`src/include/seg_glyphs.svh`:
```
`ifndef SEG_GLYPHS_SVH
`define SEG_GLYPHS_SVH

// Active-low glyphs with the dot in bit 7 and segment a in bit 0
localparam logic [7:0] GLYPH_BLANK   = 8'b1111_1111;

localparam logic [7:0] GLYPH_0       = 8'b1100_0000;
localparam logic [7:0] GLYPH_1       = 8'b1111_1001;
localparam logic [7:0] GLYPH_2       = 8'b1010_0100;
localparam logic [7:0] GLYPH_3       = 8'b1011_0000;
localparam logic [7:0] GLYPH_4       = 8'b1001_1001;
localparam logic [7:0] GLYPH_5       = 8'b1001_0010;
localparam logic [7:0] GLYPH_6       = 8'b1000_0010;
localparam logic [7:0] GLYPH_7       = 8'b1111_1000;
localparam logic [7:0] GLYPH_8       = 8'b1000_0000;
localparam logic [7:0] GLYPH_9       = 8'b1001_0000;

localparam logic [7:0] GLYPH_A       = 8'b1000_1000;
localparam logic [7:0] GLYPH_B       = 8'b1000_0011;    // Lower case b
localparam logic [7:0] GLYPH_C       = 8'b1100_0110;
localparam logic [7:0] GLYPH_D       = 8'b1010_0001;    // Lower case d
localparam logic [7:0] GLYPH_E       = 8'b1000_0110;
localparam logic [7:0] GLYPH_F       = 8'b1000_1110;
localparam logic [7:0] GLYPH_H       = 8'b1000_1011;    // Lower case h
localparam logic [7:0] GLYPH_I       = 8'b1111_1001;
localparam logic [7:0] GLYPH_L       = 8'b1100_0111;
localparam logic [7:0] GLYPH_N       = 8'b1010_1011;    // Lower case n
localparam logic [7:0] GLYPH_O       = 8'b1100_0000;
localparam logic [7:0] GLYPH_O_LOW   = 8'b1010_0011;
localparam logic [7:0] GLYPH_P       = 8'b1000_1100;
localparam logic [7:0] GLYPH_R       = 8'b1010_1111;    // Lower case r
localparam logic [7:0] GLYPH_S       = 8'b1001_0010;
localparam logic [7:0] GLYPH_T       = 8'b1000_0111;    // Lower case t
localparam logic [7:0] GLYPH_U       = 8'b1100_0001;

// Wide letters drawn across two digits
localparam logic [7:0] GLYPH_M_LEFT  = 8'b1100_1100;
localparam logic [7:0] GLYPH_M_RIGHT = 8'b1101_1000;
localparam logic [7:0] GLYPH_X_LEFT  = 8'b1111_0000;
localparam logic [7:0] GLYPH_X_RIGHT = 8'b1100_0110;
localparam logic [7:0] GLYPH_T_LEFT  = 8'b1111_1000;
localparam logic [7:0] GLYPH_T_RIGHT = 8'b1100_1110;

`endif

```
`src/hw/display_pkg.sv`:
```
package display_pkg;

    localparam int DATA_W     = 16;
    localparam int NIBBLES    = 4;
    localparam int NUM_DIGITS = 8;
    localparam int SEG_W      = 8;

    typedef logic [DATA_W-1:0]             word_t;
    typedef logic [SEG_W-1:0]              seg_t;
    typedef logic [$clog2(NUM_DIGITS)-1:0] digit_idx_t;
    typedef logic [3:0]                    reg_addr_t;

    typedef enum logic [1:0] {
        VIEW_REGS = 2'd0,
        VIEW_RAM  = 2'd1,
        VIEW_BUS  = 2'd2,
        VIEW_FSM  = 2'd3
    } view_t;

    // Address 15 is left unnamed
    typedef enum logic [3:0] {
        REG_RA, REG_RB, REG_RC, REG_SP,
        REG_XA, REG_XB, REG_BA, REG_BB,
        REG_PC, REG_FR, REG_MA, REG_IOA,
        REG_T1, REG_T2, REG_IR
    } reg_id_t;

    // Major nibble of the control unit state code
    typedef enum logic [3:0] {
        PH_RESET    = 4'd0,
        PH_FETCH    = 4'd1,
        PH_DECODE   = 4'd2,
        PH_ADDR     = 4'd3,
        PH_LOAD_SRC = 4'd4,
        PH_LOAD_DST = 4'd5,
        PH_NOLOAD   = 4'd6,
        PH_EXEC     = 4'd7,
        PH_STORE    = 4'd8,
        PH_INC_PC   = 4'd9
    } cpu_phase_t;

`include "seg_glyphs.svh"

    typedef struct packed {
        seg_t dig3;    // Leftmost digit of the half
        seg_t dig2;
        seg_t dig1;
        seg_t dig0;
    } half_frame_t;

    typedef struct packed {
        half_frame_t upper;    // Digits 7..4
        half_frame_t lower;    // Digits 3..0
    } display_frame_t;

    function automatic seg_t hex_glyph(input logic [3:0] nibble);
        case (nibble)
            4'h0: return GLYPH_0;
            4'h1: return GLYPH_1;
            4'h2: return GLYPH_2;
            4'h3: return GLYPH_3;
            4'h4: return GLYPH_4;
            4'h5: return GLYPH_5;
            4'h6: return GLYPH_6;
            4'h7: return GLYPH_7;
            4'h8: return GLYPH_8;
            4'h9: return GLYPH_9;
            4'ha: return GLYPH_A;
            4'hb: return GLYPH_B;
            4'hc: return GLYPH_C;
            4'hd: return GLYPH_D;
            4'he: return GLYPH_E;
            default: return GLYPH_F;
        endcase
    endfunction

endpackage

```
`src/hw/label_compose.sv`:
```
`timescale 1ns/10ps

module label_compose (
    input  display_pkg::view_t        i_view,
    input  display_pkg::reg_addr_t    i_regs_addr,
    output display_pkg::half_frame_t  o_label
);

    import display_pkg::*;

    logic [NIBBLES-1:0][SEG_W-1:0] l_w_label;    // [3] is digit 7

    always_comb begin
        l_w_label = {NIBBLES{GLYPH_BLANK}};
        case (i_view)
            VIEW_REGS: begin
                l_w_label[3] = GLYPH_R;
                case (reg_id_t'(i_regs_addr))
                    REG_RA:  l_w_label[2:0] = {GLYPH_R, GLYPH_A, GLYPH_BLANK};
                    REG_RB:  l_w_label[2:0] = {GLYPH_R, GLYPH_B, GLYPH_BLANK};
                    REG_RC:  l_w_label[2:0] = {GLYPH_R, GLYPH_C, GLYPH_BLANK};
                    REG_SP:  l_w_label[2:0] = {GLYPH_S, GLYPH_P, GLYPH_BLANK};
                    REG_XA:  l_w_label[2:0] = {GLYPH_X_LEFT, GLYPH_X_RIGHT, GLYPH_A};
                    REG_XB:  l_w_label[2:0] = {GLYPH_X_LEFT, GLYPH_X_RIGHT, GLYPH_B};
                    REG_BA:  l_w_label[2:0] = {GLYPH_B, GLYPH_A, GLYPH_BLANK};
                    REG_BB:  l_w_label[2:0] = {GLYPH_B, GLYPH_B, GLYPH_BLANK};
                    REG_PC:  l_w_label[2:0] = {GLYPH_P, GLYPH_C, GLYPH_BLANK};
                    REG_FR:  l_w_label[2:0] = {GLYPH_F, GLYPH_R, GLYPH_BLANK};
                    REG_MA:  l_w_label[2:0] = {GLYPH_M_LEFT, GLYPH_M_RIGHT, GLYPH_A};
                    REG_IOA: l_w_label[2:0] = {GLYPH_I, GLYPH_O, GLYPH_BLANK};
                    REG_T1:  l_w_label[2:0] = {GLYPH_T_LEFT, GLYPH_T_RIGHT, GLYPH_1};
                    REG_T2:  l_w_label[2:0] = {GLYPH_T_LEFT, GLYPH_T_RIGHT, GLYPH_2};
                    REG_IR:  l_w_label[2:0] = {GLYPH_I, GLYPH_R, GLYPH_BLANK};
                    default: l_w_label[2:0] = {3{GLYPH_BLANK}};    // Address 15 shows only r
                endcase
            end
            VIEW_RAM: begin
                l_w_label = {GLYPH_M_LEFT, GLYPH_M_RIGHT, GLYPH_A, GLYPH_R};
            end
            VIEW_BUS: begin
                l_w_label = {GLYPH_B, GLYPH_U, GLYPH_S, GLYPH_BLANK};
            end
            default: begin
                l_w_label = {GLYPH_F, GLYPH_S, GLYPH_M_LEFT, GLYPH_M_RIGHT};
            end
        endcase
    end

    assign o_label = l_w_label;

endmodule

```
`config.mk`:
```
export PLATFORM = sky130hd
export DESIGN_NAME = label_compose
export DESIGN_NICKNAME = d
export VERILOG_FILES = /design/src/hw/display_pkg.sv /design/src/hw/label_compose.sv
export VERILOG_INCLUDE_DIRS = /design/src /design/src/include
export SDC_FILE = /design/constraint.sdc
export NUM_CORES = 1
export LEC_CHECK = 0
export BUFFER_PORTS_ARGS = -buffer_cell sky130_fd_sc_hd__buf_2
export CAP_MARGIN = 5
export CELL_PAD_IN_SITES_DETAIL_PLACEMENT = 1
export CELL_PAD_IN_SITES_GLOBAL_PLACEMENT = 1
export CORE_MARGIN = 2
export CORE_UTILIZATION = 29
export DETAILED_ROUTE_END_ITERATION = 10
export PLACE_DENSITY_LB_ADDON = 0.1
export SYNTH_ARGS = -nofsm -noshare
export SYNTH_HDL_FRONTEND = slang
export SYNTH_SLANG_ARGS = --single-unit
```
`constraint.sdc`:
```
create_clock -name vclk -period 1.1
set_input_delay 0.11 -clock vclk [all_inputs]
set_output_delay 0.11 -clock vclk [all_outputs]
set_load 0.01 [all_outputs]
```
==> out/metrics.yaml, run 1 <==
logic_synthesis:
  yosysUniqueCellTypes: 31
  syn_inst: 110
  avgSynthCellArea_sq_um: 6.597
  synth_warnings: 0
  synth_seq_area_share: 0
  synth_area_sq_um: 725.7
status:
  status: "stopped before the end"
  stop_stage: "5_1_grt"
  error: "[ERROR DPL-0033] detailed placement checks failed during check placement."
floorplanning:
  fp-row-count: 18
  io_pins: 38
  die_x_um: 54.03
  initial_core_util: 0.2984
  die_h_um: 54.03
placed_design:
  dp_cells: 201
  post-place-ws_ps: -310.3
  hpwl_um: 2355
  port_buffers: 33
  globalplace.congestion: 0.8674
timing:
  worstEpCategory: "top-level output"
  crit_endpoint: "o_label[1]"
global_routing:
  antenna_found_initial: 0
  grt_max_degree: 14
[cell families after synthesis]
| logic type | count (synthesis) | share of synthesized area |
|---|---|---|
| other | 2 | 0.01035 |
| buffers and inverters | 22 | 0.1655 |
| AOI/OAI and AO/OA | 30 | 0.2862 |
| adders and majority gates | 14 | 0.2414 |
| muxes | 3 | 0.04483 |
| and+or+nand+nor | 39 | 0.2517 |
[Yosys cell counts (3+ instances only)]
master    number  area [sq um]
a31oi_1        3         18.77
ha_1          14         175.2
nand2_1       11         41.29
nand2b_1       5         31.28
inv_1          9         33.78
buf_2          3         15.01
a21oi_1        7         35.03
nor2_1        12         45.04
nand3_1        3         15.01
a211o_1        3         26.28
buf_4          9         67.56
nor2b_1        6         37.54
o21ai_0        3         15.01
[through the flow]
stage / cell area [sq um] / utilization
after detailed placement: 1216 / 0.5000
after CTS: 1683 / 0.6919
after global placement: 1216 / 0.5000
after floorplan: 814.5 / -
[timing repair]
| action | CTS |
|---|---|
| hold endpoints to repair | 0 |
| buffers inserted | 9 |
| gates cloned | 0 |
| endpoints found under the setup margin | 22 |
| resized for setup | 89 |
| hold buffers | 0 |
| pin swaps | 23 |
==> run 2: changes to the inputs <==
--- a/config.mk
+++ b/config.mk
@@ -8,12 +8,10 @@
 export LEC_CHECK = 0
 export BUFFER_PORTS_ARGS = -buffer_cell sky130_fd_sc_hd__buf_2
 export CAP_MARGIN = 5
-export CELL_PAD_IN_SITES_DETAIL_PLACEMENT = 1
-export CELL_PAD_IN_SITES_GLOBAL_PLACEMENT = 1
-export CORE_MARGIN = 2
-export CORE_UTILIZATION = 29
+export CORE_AREA = 2 2 63 65
 export DETAILED_ROUTE_END_ITERATION = 10
-export PLACE_DENSITY_LB_ADDON = 0.1
+export DIE_AREA = 0 0 65 67
+export PLACE_DENSITY_LB_ADDON = 0.15
 export SYNTH_ARGS = -nofsm -noshare
 export SYNTH_HDL_FRONTEND = slang
 export SYNTH_SLANG_ARGS = --single-unit
==> constraint.sdc (replaced) <==
create_clock -name vclk -period 1.4
set_input_delay 0.14 -clock vclk [all_inputs]
set_output_delay 0.14 -clock vclk [all_outputs]
set_load 0.01 [all_outputs]
==> run 2 against run 1 <==
The run now ends clean. Synthesized area unchanged. Synthesized cell count unchanged.
==> out/metrics.yaml, run 2 <==
logic_synthesis:
  syn_inst: 110  # unchanged
  synthMuxAreaShare: 0.04483  # unchanged
  synth.area.top_cells: "ha_1 24%, buf_4 9.3%, nor2_1 6.2%"
  yosys.area_share.adder: 0.2414  # unchanged
  synth_seq_area_share: 0  # unchanged
  yosysTopAreaCell: "ha_1"
  avgSynthCellArea_sq_um: 6.597  # unchanged
  synth_area_sq_um: 725.7  # unchanged
  synth-xor-area-share: 0  # unchanged
  synthTopCellsByCount: "14 x ha_1, 12 x nor2_1, 11 x nand2_1, 9 x buf_4, 9 x inv_1"
  synth_warnings: 0  # unchanged
  yosys.area_share.simple: 0.2517  # unchanged
  synth.most_common_cell: "ha_1"
  synth_top_family_by_area: "compound AO/OA/AOI/OAI gates"
  synth_top_area_share: 0.2414  # unchanged
  synth_compound_area_frac: 0.2862  # unchanged
  yosysUniqueCellTypes: 31  # unchanged
final_layout:
  area_delta_synth_final_pct: 63.45
  utilization: 0.3289
  nFlopsAndLatches: 0
  fillers: 413
  postLayoutCellArea_sq_um: 1186
  register_area_sq_um: 0
  layout_common_cells: "32 x buf_2, 24 x buf_4, 12 x nor2_1, 11 x nand2_1, 7 x inv_1"
  drive_gt1_frac: 0.4937
  layout_commonest_cell: "buf_2"
  multi_input_area_sq_um: 718.2
  nets: 180
  fin_cells: 206
  clkbuf_count: 0
  num_antenna_cells: 0
global_routing:
  grt_pass1_wl_um: 3960
  track_usage: 0.1101
  grt_pass1_vias: 862
  grt_max_degree: 24
  antenna_found_initial: 0
  gr-total-overflow: 0
worst_hold_path:
  hold_class: "in2out"
drt:
  wire_per_inst_um: 11.98
  ant_nets: 0
  drt_wl_total_um: 2467
  drt_iter0_markers: 17
  drt_first_pass_iters: 4
  via_count: 901
  avgViaCountPerCell: 4.374
  drc: 0
status:
  status: "completed"
power_and_ir_drop:
  leakage_nw: 0.5862
  power_mw: 0.4117
  peakVddDrop_v: 0.0001428
  power.density_cell_area_nw_per_um2: 347.1
worst_setup_path:
  crit_type: "in2out"
  startpoint_type: "input port"
  critical_path_required_ps: 1260
  cp-end-kind: "output port"
  critPathArrivalTime_ps: 1230
  critPathMaxFanout: 9
run:
  max_cap_viol_count: 0
floorplanning:
  core_area_sq_um: 3606
  die_area_sq_um: 4355
  initial_core_util: 0.2012  # -0.09710
  die_h_um: 67  # +24%
  fp-row-count: 22  # +4
  io_pins: 38  # unchanged
  die_x_um: 65  # +20%
timing:
  timing.hold.ws_ps: 712.1
  fin_crit_ps: 1374
  max_freq_mhz: 728.0
  fin_crit_sh: 0.9812
  rsz0062_at_grt: "true"
  finalHoldViolCount: 0
  finalSetupViolations: 0
  report.final.slew_viol_count: 0
placed_design:
  post_dp_cell_area_sq_um: 1076  # -12%
  globalplace.congestion: 0.7227  # -17%
  dp_cells: 206  # +2.5%
  port_buffers: 33  # unchanged
  hpwl_um: 1988  # -16%
## run 2: cell counts after synthesis
No cell type changed its count.
## run 2: where the power goes
part,switching [mW],leakage [nW],internal [mW]
Sequential,0,0,0
Clock,0,0,0
Combinational,0.215,0.586,0.196
## run 2: cells by family after synthesis
group	count (synthesis)
AND/OR/NAND/NOR	39
AO/OA/AOI/OAI	30
buffers and inverters	22
adder cells (fa/ha/maj)	14
multiplexers	3
other	2
## run 2: layer usage
| layer | track usage | routed length, um | part of all wire |
|---|---|---|---|
| met4 | 0 | 0 | 0 |
| met2 | 0.1946 | 1154 | 0.47 |
| met3 | 0.01014 | 144 | 0.058 |
| met1 | 0.1530 | 1169 | 0.47 |
| met5 | 0 | 0 | 0 |
## run 2: through the flow
step / setup TNS (ps) / setup WS (ps)
floorplan: 0 / 18.46
global placement: -442.9 / -91.66
detailed placement: -720.8 / -116.9
CTS: 0 / 0.3948
global route: -35.02 / -30.85
finish: 0 / 26.30
## run 2: area by class of cell
cell class / instances / share of cell area
multi-input combinational: 91 / 0.6055
tap: 48 / 0.05063
timing repair buffer: 58 / 0.3133
inverter: 9 / 0.03059
## run 2: critical path: stages
cell	delay, ps
buf_2	100
inv_1	110
ha_4	210
nor2_1	90
a211o_1	290
a31oi_1	140
buf_2	150
## run 2: timing repair
item / CTS / global route
hold buffers: 0 / 0
pin swaps: 4 / 6
setup buffers: 0 / 0
gates resized for setup: 9 / 13
setup endpoints to repair: 14 / 14
## run 2: path summary, 6_finish.rpt
| path | endpoint | from | cells after the start |
|---|---|---|---|
| setup / recovery | o_label[1] | i_view[0] | 7 |
| hold / removal | o_label[19] | i_view[1] | 4 |
No activity file was read; power rests on OpenSTA's default activity.
