`src/include/seg_glyphs.svh`:
```
`ifndef SEG_GLYPHS_SVH
`define SEG_GLYPHS_SVH

// Active-low glyphs with the dot in bit 7 and segment a in bit 0
localparam logic [7:0] GLYPH_BLANK   = 8'b1111_1111;

localparam logic [7:0] GLYPH_0       = 8'b1100_0000;
localparam logic [7:0] GLYPH_1       = 8'b1111_1001;
localparam logic [7:0] GLYPH_2       = 8'b1010_0100;
localparam logic [7:0] GLYPH_3       = 8'b1011_0000;
localparam logic [7:0] GLYPH_4       = 8'b1001_1001;
localparam logic [7:0] GLYPH_5       = 8'b1001_0010;
localparam logic [7:0] GLYPH_6       = 8'b1000_0010;
localparam logic [7:0] GLYPH_7       = 8'b1111_1000;
localparam logic [7:0] GLYPH_8       = 8'b1000_0000;
localparam logic [7:0] GLYPH_9       = 8'b1001_0000;

localparam logic [7:0] GLYPH_A       = 8'b1000_1000;
localparam logic [7:0] GLYPH_B       = 8'b1000_0011;    // Lower case b
localparam logic [7:0] GLYPH_C       = 8'b1100_0110;
localparam logic [7:0] GLYPH_D       = 8'b1010_0001;    // Lower case d
localparam logic [7:0] GLYPH_E       = 8'b1000_0110;
localparam logic [7:0] GLYPH_F       = 8'b1000_1110;
localparam logic [7:0] GLYPH_H       = 8'b1000_1011;    // Lower case h
localparam logic [7:0] GLYPH_I       = 8'b1111_1001;
localparam logic [7:0] GLYPH_L       = 8'b1100_0111;
localparam logic [7:0] GLYPH_N       = 8'b1010_1011;    // Lower case n
localparam logic [7:0] GLYPH_O       = 8'b1100_0000;
localparam logic [7:0] GLYPH_O_LOW   = 8'b1010_0011;
localparam logic [7:0] GLYPH_P       = 8'b1000_1100;
localparam logic [7:0] GLYPH_R       = 8'b1010_1111;    // Lower case r
localparam logic [7:0] GLYPH_S       = 8'b1001_0010;
localparam logic [7:0] GLYPH_T       = 8'b1000_0111;    // Lower case t
localparam logic [7:0] GLYPH_U       = 8'b1100_0001;

// Wide letters drawn across two digits
localparam logic [7:0] GLYPH_M_LEFT  = 8'b1100_1100;
localparam logic [7:0] GLYPH_M_RIGHT = 8'b1101_1000;
localparam logic [7:0] GLYPH_X_LEFT  = 8'b1111_0000;
localparam logic [7:0] GLYPH_X_RIGHT = 8'b1100_0110;
localparam logic [7:0] GLYPH_T_LEFT  = 8'b1111_1000;
localparam logic [7:0] GLYPH_T_RIGHT = 8'b1100_1110;

`endif

```
`src/hw/display_pkg.sv`:
```
package display_pkg;

    localparam int DATA_W     = 16;
    localparam int NIBBLES    = 4;
    localparam int NUM_DIGITS = 8;
    localparam int SEG_W      = 8;

    typedef logic [DATA_W-1:0]             word_t;
    typedef logic [SEG_W-1:0]              seg_t;
    typedef logic [$clog2(NUM_DIGITS)-1:0] digit_idx_t;
    typedef logic [3:0]                    reg_addr_t;

    typedef enum logic [1:0] {
        VIEW_REGS = 2'd0,
        VIEW_RAM  = 2'd1,
        VIEW_BUS  = 2'd2,
        VIEW_FSM  = 2'd3
    } view_t;

    // Address 15 is left unnamed
    typedef enum logic [3:0] {
        REG_RA, REG_RB, REG_RC, REG_SP,
        REG_XA, REG_XB, REG_BA, REG_BB,
        REG_PC, REG_FR, REG_MA, REG_IOA,
        REG_T1, REG_T2, REG_IR
    } reg_id_t;

    // Major nibble of the control unit state code
    typedef enum logic [3:0] {
        PH_RESET    = 4'd0,
        PH_FETCH    = 4'd1,
        PH_DECODE   = 4'd2,
        PH_ADDR     = 4'd3,
        PH_LOAD_SRC = 4'd4,
        PH_LOAD_DST = 4'd5,
        PH_NOLOAD   = 4'd6,
        PH_EXEC     = 4'd7,
        PH_STORE    = 4'd8,
        PH_INC_PC   = 4'd9
    } cpu_phase_t;

`include "seg_glyphs.svh"

    typedef struct packed {
        seg_t dig3;    // Leftmost digit of the half
        seg_t dig2;
        seg_t dig1;
        seg_t dig0;
    } half_frame_t;

    typedef struct packed {
        half_frame_t upper;    // Digits 7..4
        half_frame_t lower;    // Digits 3..0
    } display_frame_t;

    function automatic seg_t hex_glyph(input logic [3:0] nibble);
        case (nibble)
            4'h0: return GLYPH_0;
            4'h1: return GLYPH_1;
            4'h2: return GLYPH_2;
            4'h3: return GLYPH_3;
            4'h4: return GLYPH_4;
            4'h5: return GLYPH_5;
            4'h6: return GLYPH_6;
            4'h7: return GLYPH_7;
            4'h8: return GLYPH_8;
            4'h9: return GLYPH_9;
            4'ha: return GLYPH_A;
            4'hb: return GLYPH_B;
            4'hc: return GLYPH_C;
            4'hd: return GLYPH_D;
            4'he: return GLYPH_E;
            default: return GLYPH_F;
        endcase
    endfunction

endpackage

```
`src/hw/digit_scan.sv`:
```
`timescale 1ns/10ps

module digit_scan (
    input  logic                                  i_w_clk,
    input  logic                                  i_w_reset,
    input  display_pkg::display_frame_t           i_frame,
    output logic [display_pkg::NUM_DIGITS-1:0]    o_w_an,
    output display_pkg::seg_t                     o_w_7_led_seg
);

    import display_pkg::*;

    digit_idx_t                       l_r_digit;    // Digit being lit
    logic [NUM_DIGITS-1:0][SEG_W-1:0] l_w_digits;

    always_ff @(posedge i_w_clk or negedge i_w_reset) begin
        if (!i_w_reset) begin
            l_r_digit <= '0;
        end else begin
            l_r_digit <= l_r_digit + 1'b1;    // Free running and wraps at 8
        end
    end

    assign l_w_digits    = i_frame;
    assign o_w_an        = ~(NUM_DIGITS'(1) << l_r_digit);
    assign o_w_7_led_seg = l_w_digits[l_r_digit];

    a_one_anode : assert property (
        @(posedge i_w_clk) disable iff (!i_w_reset)
            $onehot(~o_w_an)
    ) else $error("anode bus is not one-hot low: %b", o_w_an);

endmodule

```
`config.mk`:
```
export PLATFORM = sky130hd
export DESIGN_NAME = digit_scan
export DESIGN_NICKNAME = d
export VERILOG_FILES = /design/src/hw/display_pkg.sv /design/src/hw/digit_scan.sv
export VERILOG_INCLUDE_DIRS = /design/src /design/src/include
export SDC_FILE = /design/constraint.sdc
export NUM_CORES = 1
export LEC_CHECK = 0
export ABC_AREA = 1
export CELL_PAD_IN_SITES_DETAIL_PLACEMENT = 1
export CELL_PAD_IN_SITES_GLOBAL_PLACEMENT = 1
export CORE_UTILIZATION = 35
export DETAILED_ROUTE_END_ITERATION = 10
export DONT_BUFFER_PORTS = 1
export PLACE_DENSITY_LB_ADDON = 0.1
export RECOVER_POWER = 100
export SLEW_MARGIN = 10
export SYNTH_ARGS = -nofsm -noshare
export SYNTH_HDL_FRONTEND = slang
export SYNTH_SLANG_ARGS = --single-unit
```
`constraint.sdc`:
```
create_clock -name i_w_clk -period 3 [get_ports i_w_clk]
set_input_delay 0.6 -clock i_w_clk [delete_from_list [all_inputs] [get_ports i_w_clk]]
set_output_delay 0.6 -clock i_w_clk [all_outputs]
set_load 0.01 [all_outputs]
```
==> flow_summary.ini, run 1 <==
[outcome]
status = finished clean

[yosys]
synth_nets = 305
synth_area_um2 = 1130
seq_area_frac_synth_pct = 6.645
ys_ff_latch = 3
yosys_warnings = 0
synth_area_per_cell_um2 = 4.849
syn_inst = 233
synth_top_area_share_pct = 33.22
yosys.area.top_type = nand2_1
synth.distinct_cells = 12
netlist_top_cells_area = nand2_1, inv_1, nand3_1

[worst_setup_path]
crit_fanout = 19
path_cells = inv_1, nand3_1, nand2_1, nand2_1, nand2_1
path_common_cell = nand2_1
criticalPathCategory = reg2out
critical-path-slowest-cell = dfrtp_1
arrival_ps = 1950
cp_slowest_stage_delay_ps = 740
cp-end-kind = primary output
worstPathRequired_ps = 2400
start_kind = register

[finish]
area_growth_syn_to_layout_pct = -2.215
multi_input_area_um2 = 673.1
final_nets = 299
largest_register_ffs = 3
largestRegisters = l_r_digit: 3 flops
seqCellArea_um2 = 75.07
fin_util_pct = 36.19
antennaDiodeCount = 0
instances_no_fill = 270
fin_area_um2 = 1105
top_register = l_r_digit
final_layout_size_suffix_gt1_share_pct = 6.637
fillers = 482

[floorplan]
start_util_pct = 37.01
die_area_um2 = 3459
rows = 20
ioPinCount = 82
die-width_um = 58.82
core_area_um2 = 3053
fp.dieH_um = 58.82

[timing]
finClkSkew_ps = 0.7651
finalMaxSlewViolations = 0
max_freq_mhz = 392.7
setup_tns_ps = 0
setup_viol = 0
period_minus_slack_ps = 2547
hold_violations = 0
rsz0062_at_grt = false
worst_pin_slew_ps = 742.1
post-route-period-util_pct = 84.89
slew-limit-headroom_pct = 50.53

[clock_network]
root_buffer = clkbuf_4
cts_sinks = 3
cts_resized = 0
clkTransAtPathRegs_ps = 40
post_cts_buffers = 0
clk_latency_ps = 240
cts_buffer_depth = 2
cts_tree = built
numCtsBuffers = 3
postCtsHoldBufs = 0
cts_max_level = 1

[global_route]
globalRouteTotalUtil_pct = 18.46
antenna_found_initial = 0
grt_pass1_wl_mm = 4.919
grt_max_degree = 36
grt_pass1_vias = 1128
globalRouteOverflowTotal = 0

[detailed_routing]
vias = 1251
wire_per_inst_um = 11.66
drc = 0
dr.pass1.iters = 4
viasPerCell = 4.633
routed_wl_mm = 3.148
antenna_left = 0
drtIter0Drc = 28

[power]
vdd_ir_drop_max_mv = 0.1221
power.density_nw_per_um2 = 149.1
p_leak_uw = 0.0008127

[place]
placedInstanceArea_um2 = 1081
port_buffers = 0
gp_congestion = 0.6960
post-place-cells = 266
place_hpwl_mm = 2.505

[run]
maxCapViolCount = 0

[hold_path]
hold_path_class = in2async
## worst max-delay path, delay by kind of cell, from the launching register on
kind	cells	cell delay (ps)
buffers and inverters	1	490
flip-flops	1	740
AND/OR/NAND/NOR	4	470
## through the flow
stage / worst slack, ps / power [uW] / hold slack, ps
5_1_grt: 242.5 / 176.1 / 50.54
3_5_place_dp: 787.4 / 91.92 / 304.5
6_report: 453.3 / 164.7 / 56.62
4_1_cts: 541.2 / 165.0 / 58.37
3_3_place_gp: 879.2 / 90.40 / 304.5
2_1_floorplan: 1405 / 82.18 / 304.4
## placed cells by master (no fill, tap or decap)
cell      netlist  routed
clkbuf_4        0       3
inv_6           1       1
clkbuf_1        0       1
buf_4           4       1
nand2_2        10      10
inv_1          68      69
nand2_1       100     100
ha_1            6       6
nand3_1        32      32
dfrtp_1         3       3
## path summary, 6_finish.rpt
| path | from | to | slack (ps) | depth (start not counted) |
|---|---|---|---|---|
| max in group asynchronous | i_w_reset | l_r_digit[1] | 2880 | 0 |
| min in group i_w_clk | l_r_digit[0] | l_r_digit[0] | 1110 | 1 |
| min | i_w_reset | l_r_digit[2] | 60 | 0 |
| max | l_r_digit[1] | o_w_7_led_seg[0] | 450 | 5 |
| max reg2reg | l_r_digit[1] | l_r_digit[1] | 1230 | 2 |
| min reg2reg | l_r_digit[0] | l_r_digit[0] | 1110 | 1 |
## per-layer routing
| layer | vias to the layer above | global-route usage (%) | share of wire [%] |
|---|---|---|---|
| li1 | 637 | - | - |
| met1 | 567 | 21.20 | 42 |
| met4 | 0 | 4.082 | 0.60 |
| met3 | 3 | 1.978 | 4.5 |
| met2 | 44 | 36.04 | 53 |
| met5 | - | 0 | 0 |
## cell usage after synthesis (all sizes together)
master / n
buf: 12
dfrtp: 3
ha: 6
inv: 70
nand2: 110
nand3: 32
## final cells by class
class	count	share of cell area, %
Clock buffer	4	2.378
Inverter	70	24.24
Multi-Input combinational cell	148	60.93
Sequential cell	3	6.795
Tap cell	44	4.983
Timing Repair Buffer	1	0.6795
## kinds of logic (layout without fill, tap and decap cells)
logic type | Yosys count | count (layout) | synth area share [%]
AND/OR/NAND/NOR | 142 | 142 | 52.93
buffers and inverters | 82 | 75 | 33.78
adder cells (fa/ha/maj) | 6 | 6 | 6.644
flip-flops | 3 | 3 | 6.644
## report_power, final
group	switching (uW)	internal, uW
Combinational	31.7	17.6
Clock	24.6	50.1
Sequential	0	40.7
Total	56.3	108
No activity file was read; power rests on OpenSTA's default activity.
==> run 2, diff against run 1 <==
--- a/config.mk
+++ b/config.mk
@@ -9,7 +9,7 @@
 export ABC_AREA = 1
 export CELL_PAD_IN_SITES_DETAIL_PLACEMENT = 1
 export CELL_PAD_IN_SITES_GLOBAL_PLACEMENT = 1
-export CORE_UTILIZATION = 35
+export CORE_UTILIZATION = 34
 export DETAILED_ROUTE_END_ITERATION = 10
 export DONT_BUFFER_PORTS = 1
 export PLACE_DENSITY_LB_ADDON = 0.1
==> constraint.sdc (replaced) <==
create_clock -name i_w_clk -period 2 [get_ports i_w_clk]
set_input_delay 0.4 -clock i_w_clk [delete_from_list [all_inputs] [get_ports i_w_clk]]
set_output_delay 0.4 -clock i_w_clk [all_outputs]
set_load 0.01 [all_outputs]
==> run 2 against run 1 <==
Effect of this change:
- design area grew 3.6%
- routed wire length increased by 3.2%
- critical path depth rose by 1
- register-to-register slack worse by 470 ps
- worst hold slack gained 360 ps
- non-clock buffer count is 5 higher
- sequential power is 50% higher
- cell count rose by 1.9%
- total power increased by 55%
- global-route usage grew 0.78 points
- clock power up 55%
- critical endpoint is now o_w_7_led_seg[2]
==> flow_summary.ini, run 2 (same netlist as run 1, synthesis figures left out) <==
[timing]
setup_viol = 0
worst_pin_slew_ps = 393.2
finalMaxSlewViolations = 0
slew-limit-headroom_pct = 73.76
setup_tns_ps = 0
rsz0062_at_grt = false
period_minus_slack_ps = 1872
finClkSkew_ps = 5.258
max_freq_mhz = 534.3
setup_slack_ps = 128.4
hold_violations = 0
post-route-period-util_pct = 93.58

[detailed_routing]
drtIter0Drc = 37
routed_wl_mm = 3.248
vias = 1270
wire_per_inst_um = 11.81
viasPerCell = 4.618
antenna_left = 0
drc = 0
dr.pass1.iters = 3

[run]
maxCapViolCount = 0

[worst_setup_path]
criticalPathCategory = reg2out
cp_slowest_stage_delay_ps = 550
path_cells = buf_4, nand2_1, nand3_1, nand2_1, nand2_1, nand2_1
path_common_cell = nand2_1
crit_fanout = 15
cp-end-kind = primary output
start_kind = register
arrival_ps = 1470
critical-path-slowest-cell = dfrtp_1
worstPathRequired_ps = 1600

[floorplan]
core_area_um2 = 3103
start_util_pct = 36.41
die-width_um = 59.65
rows = 20
ioPinCount = 82
die_area_um2 = 3558
fp.dieH_um = 59.65

[clock_network]
clkTransAtPathRegs_ps = 40
cts_buffer_depth = 2
cts_sinks = 3
clk_latency_ps = 250
cts_resized = 0
numCtsBuffers = 3
cts_tree = built
cts_max_level = 1
root_buffer = clkbuf_4

[finish]
area_growth_syn_to_layout_pct = 1.329
fin_util_pct = 36.90
final_nets = 304
top_register = l_r_digit
largest_register_ffs = 3
layout_commonest_cell = nand2_1
final_layout_size_suffix_gt1_share_pct = 8.658
largestRegisters = l_r_digit: 3 flops
antennaDiodeCount = 0
final_cell_mix = nand2_1, inv_1, nand3_1

[outcome]
status = finished clean

[place]
place_hpwl_mm = 2.669
pre_cts_ws_ps = 388.0
port_buffers = 0
gp_congestion = 0.6899

[global_route]
grt_pass1_wl_mm = 5.181
grt_pass1_vias = 1275
grt_max_degree = 36
globalRouteTotalUtil_pct = 19.23
globalRouteOverflowTotal = 0
antenna_found_initial = 0

[hold_path]
hold_path_class = in2async

[power]
p_leak_uw = 0.0008377
vdd_ir_drop_max_mv = 0.1766
power.density_nw_per_um2 = 222.7
[run 2: cell types whose count changed in the layout (fill, tap and decap cells not counted), sizes merged]
cell,change
buf,+4
dlygate4sd3,+1
[run 2: critical path: cells and delay by family, from the launching register on]
kind,cells,cell delay (ps)
flip-flops,1,550
AND/OR/NAND/NOR,5,390
buffers and inverters,1,280
[run 2: final cells by class]
class | count | area, um2
sequential | 3 | 75.07
tap | 44 | 55.05
fill | 507 | 1958
multi-input combinational | 148 | 673.1
clock buffer | 4 | 26.28
timing repair buffer | 6 | 47.55
inverter | 70 | 267.8
[run 2: per-layer routing]
| metal | global-route usage, % | wire length, um |
|---|---|---|
| met1 | 18.87 | 1244 |
| met4 | 5.980 | 35 |
| met2 | 40.16 | 1786 |
| met3 | 2.402 | 181 |
| met5 | 0 | 0 |
[run 2: stage by stage]
stage / total power (uW) / instances / hold WS, ps / area [um2]
3_3_place_gp: 135.8 / 270 / 104.5 / 1111
6_report: 255.0 / 275 / 415.7 / 1145
4_1_cts: 264.5 / 275 / 407.9 / 1147
5_1_grt: 274.0 / 275 / 422.8 / 1145
2_1_floorplan: 123.3 / 233 / 104.4 / 1130
3_5_place_dp: 138.6 / 270 / 104.5 / 1111
[run 2: final timing paths]
| kind | slack [ps] | endpoint | depth (start not counted) | startpoint |
|---|---|---|---|---|
| max in group asynchronous | 1420 | l_r_digit[1] | 1 | i_w_reset |
| min reg2reg | 830 | l_r_digit[0] | 1 | l_r_digit[0] |
| min in group i_w_clk | 830 | l_r_digit[0] | 1 | l_r_digit[0] |
| max reg2reg | 760 | l_r_digit[1] | 2 | l_r_digit[0] |
| min | 420 | l_r_digit[2] | 1 | i_w_reset |
| max | 130 | o_w_7_led_seg[2] | 6 | l_r_digit[0] |
[run 2: timing repair]
action	4_1_cts	5_1_grt
hold buffers	1	0
endpoints found under the setup margin	0	0
buffers inserted	0	0
endpoints found under the hold margin	3	0
[run 2: report_power, final]
part           switching, uW  internal (uW)
registers                  0           61.0
logic                   49.5           28.0
clock network           41.1           75.4
total                   90.6            164
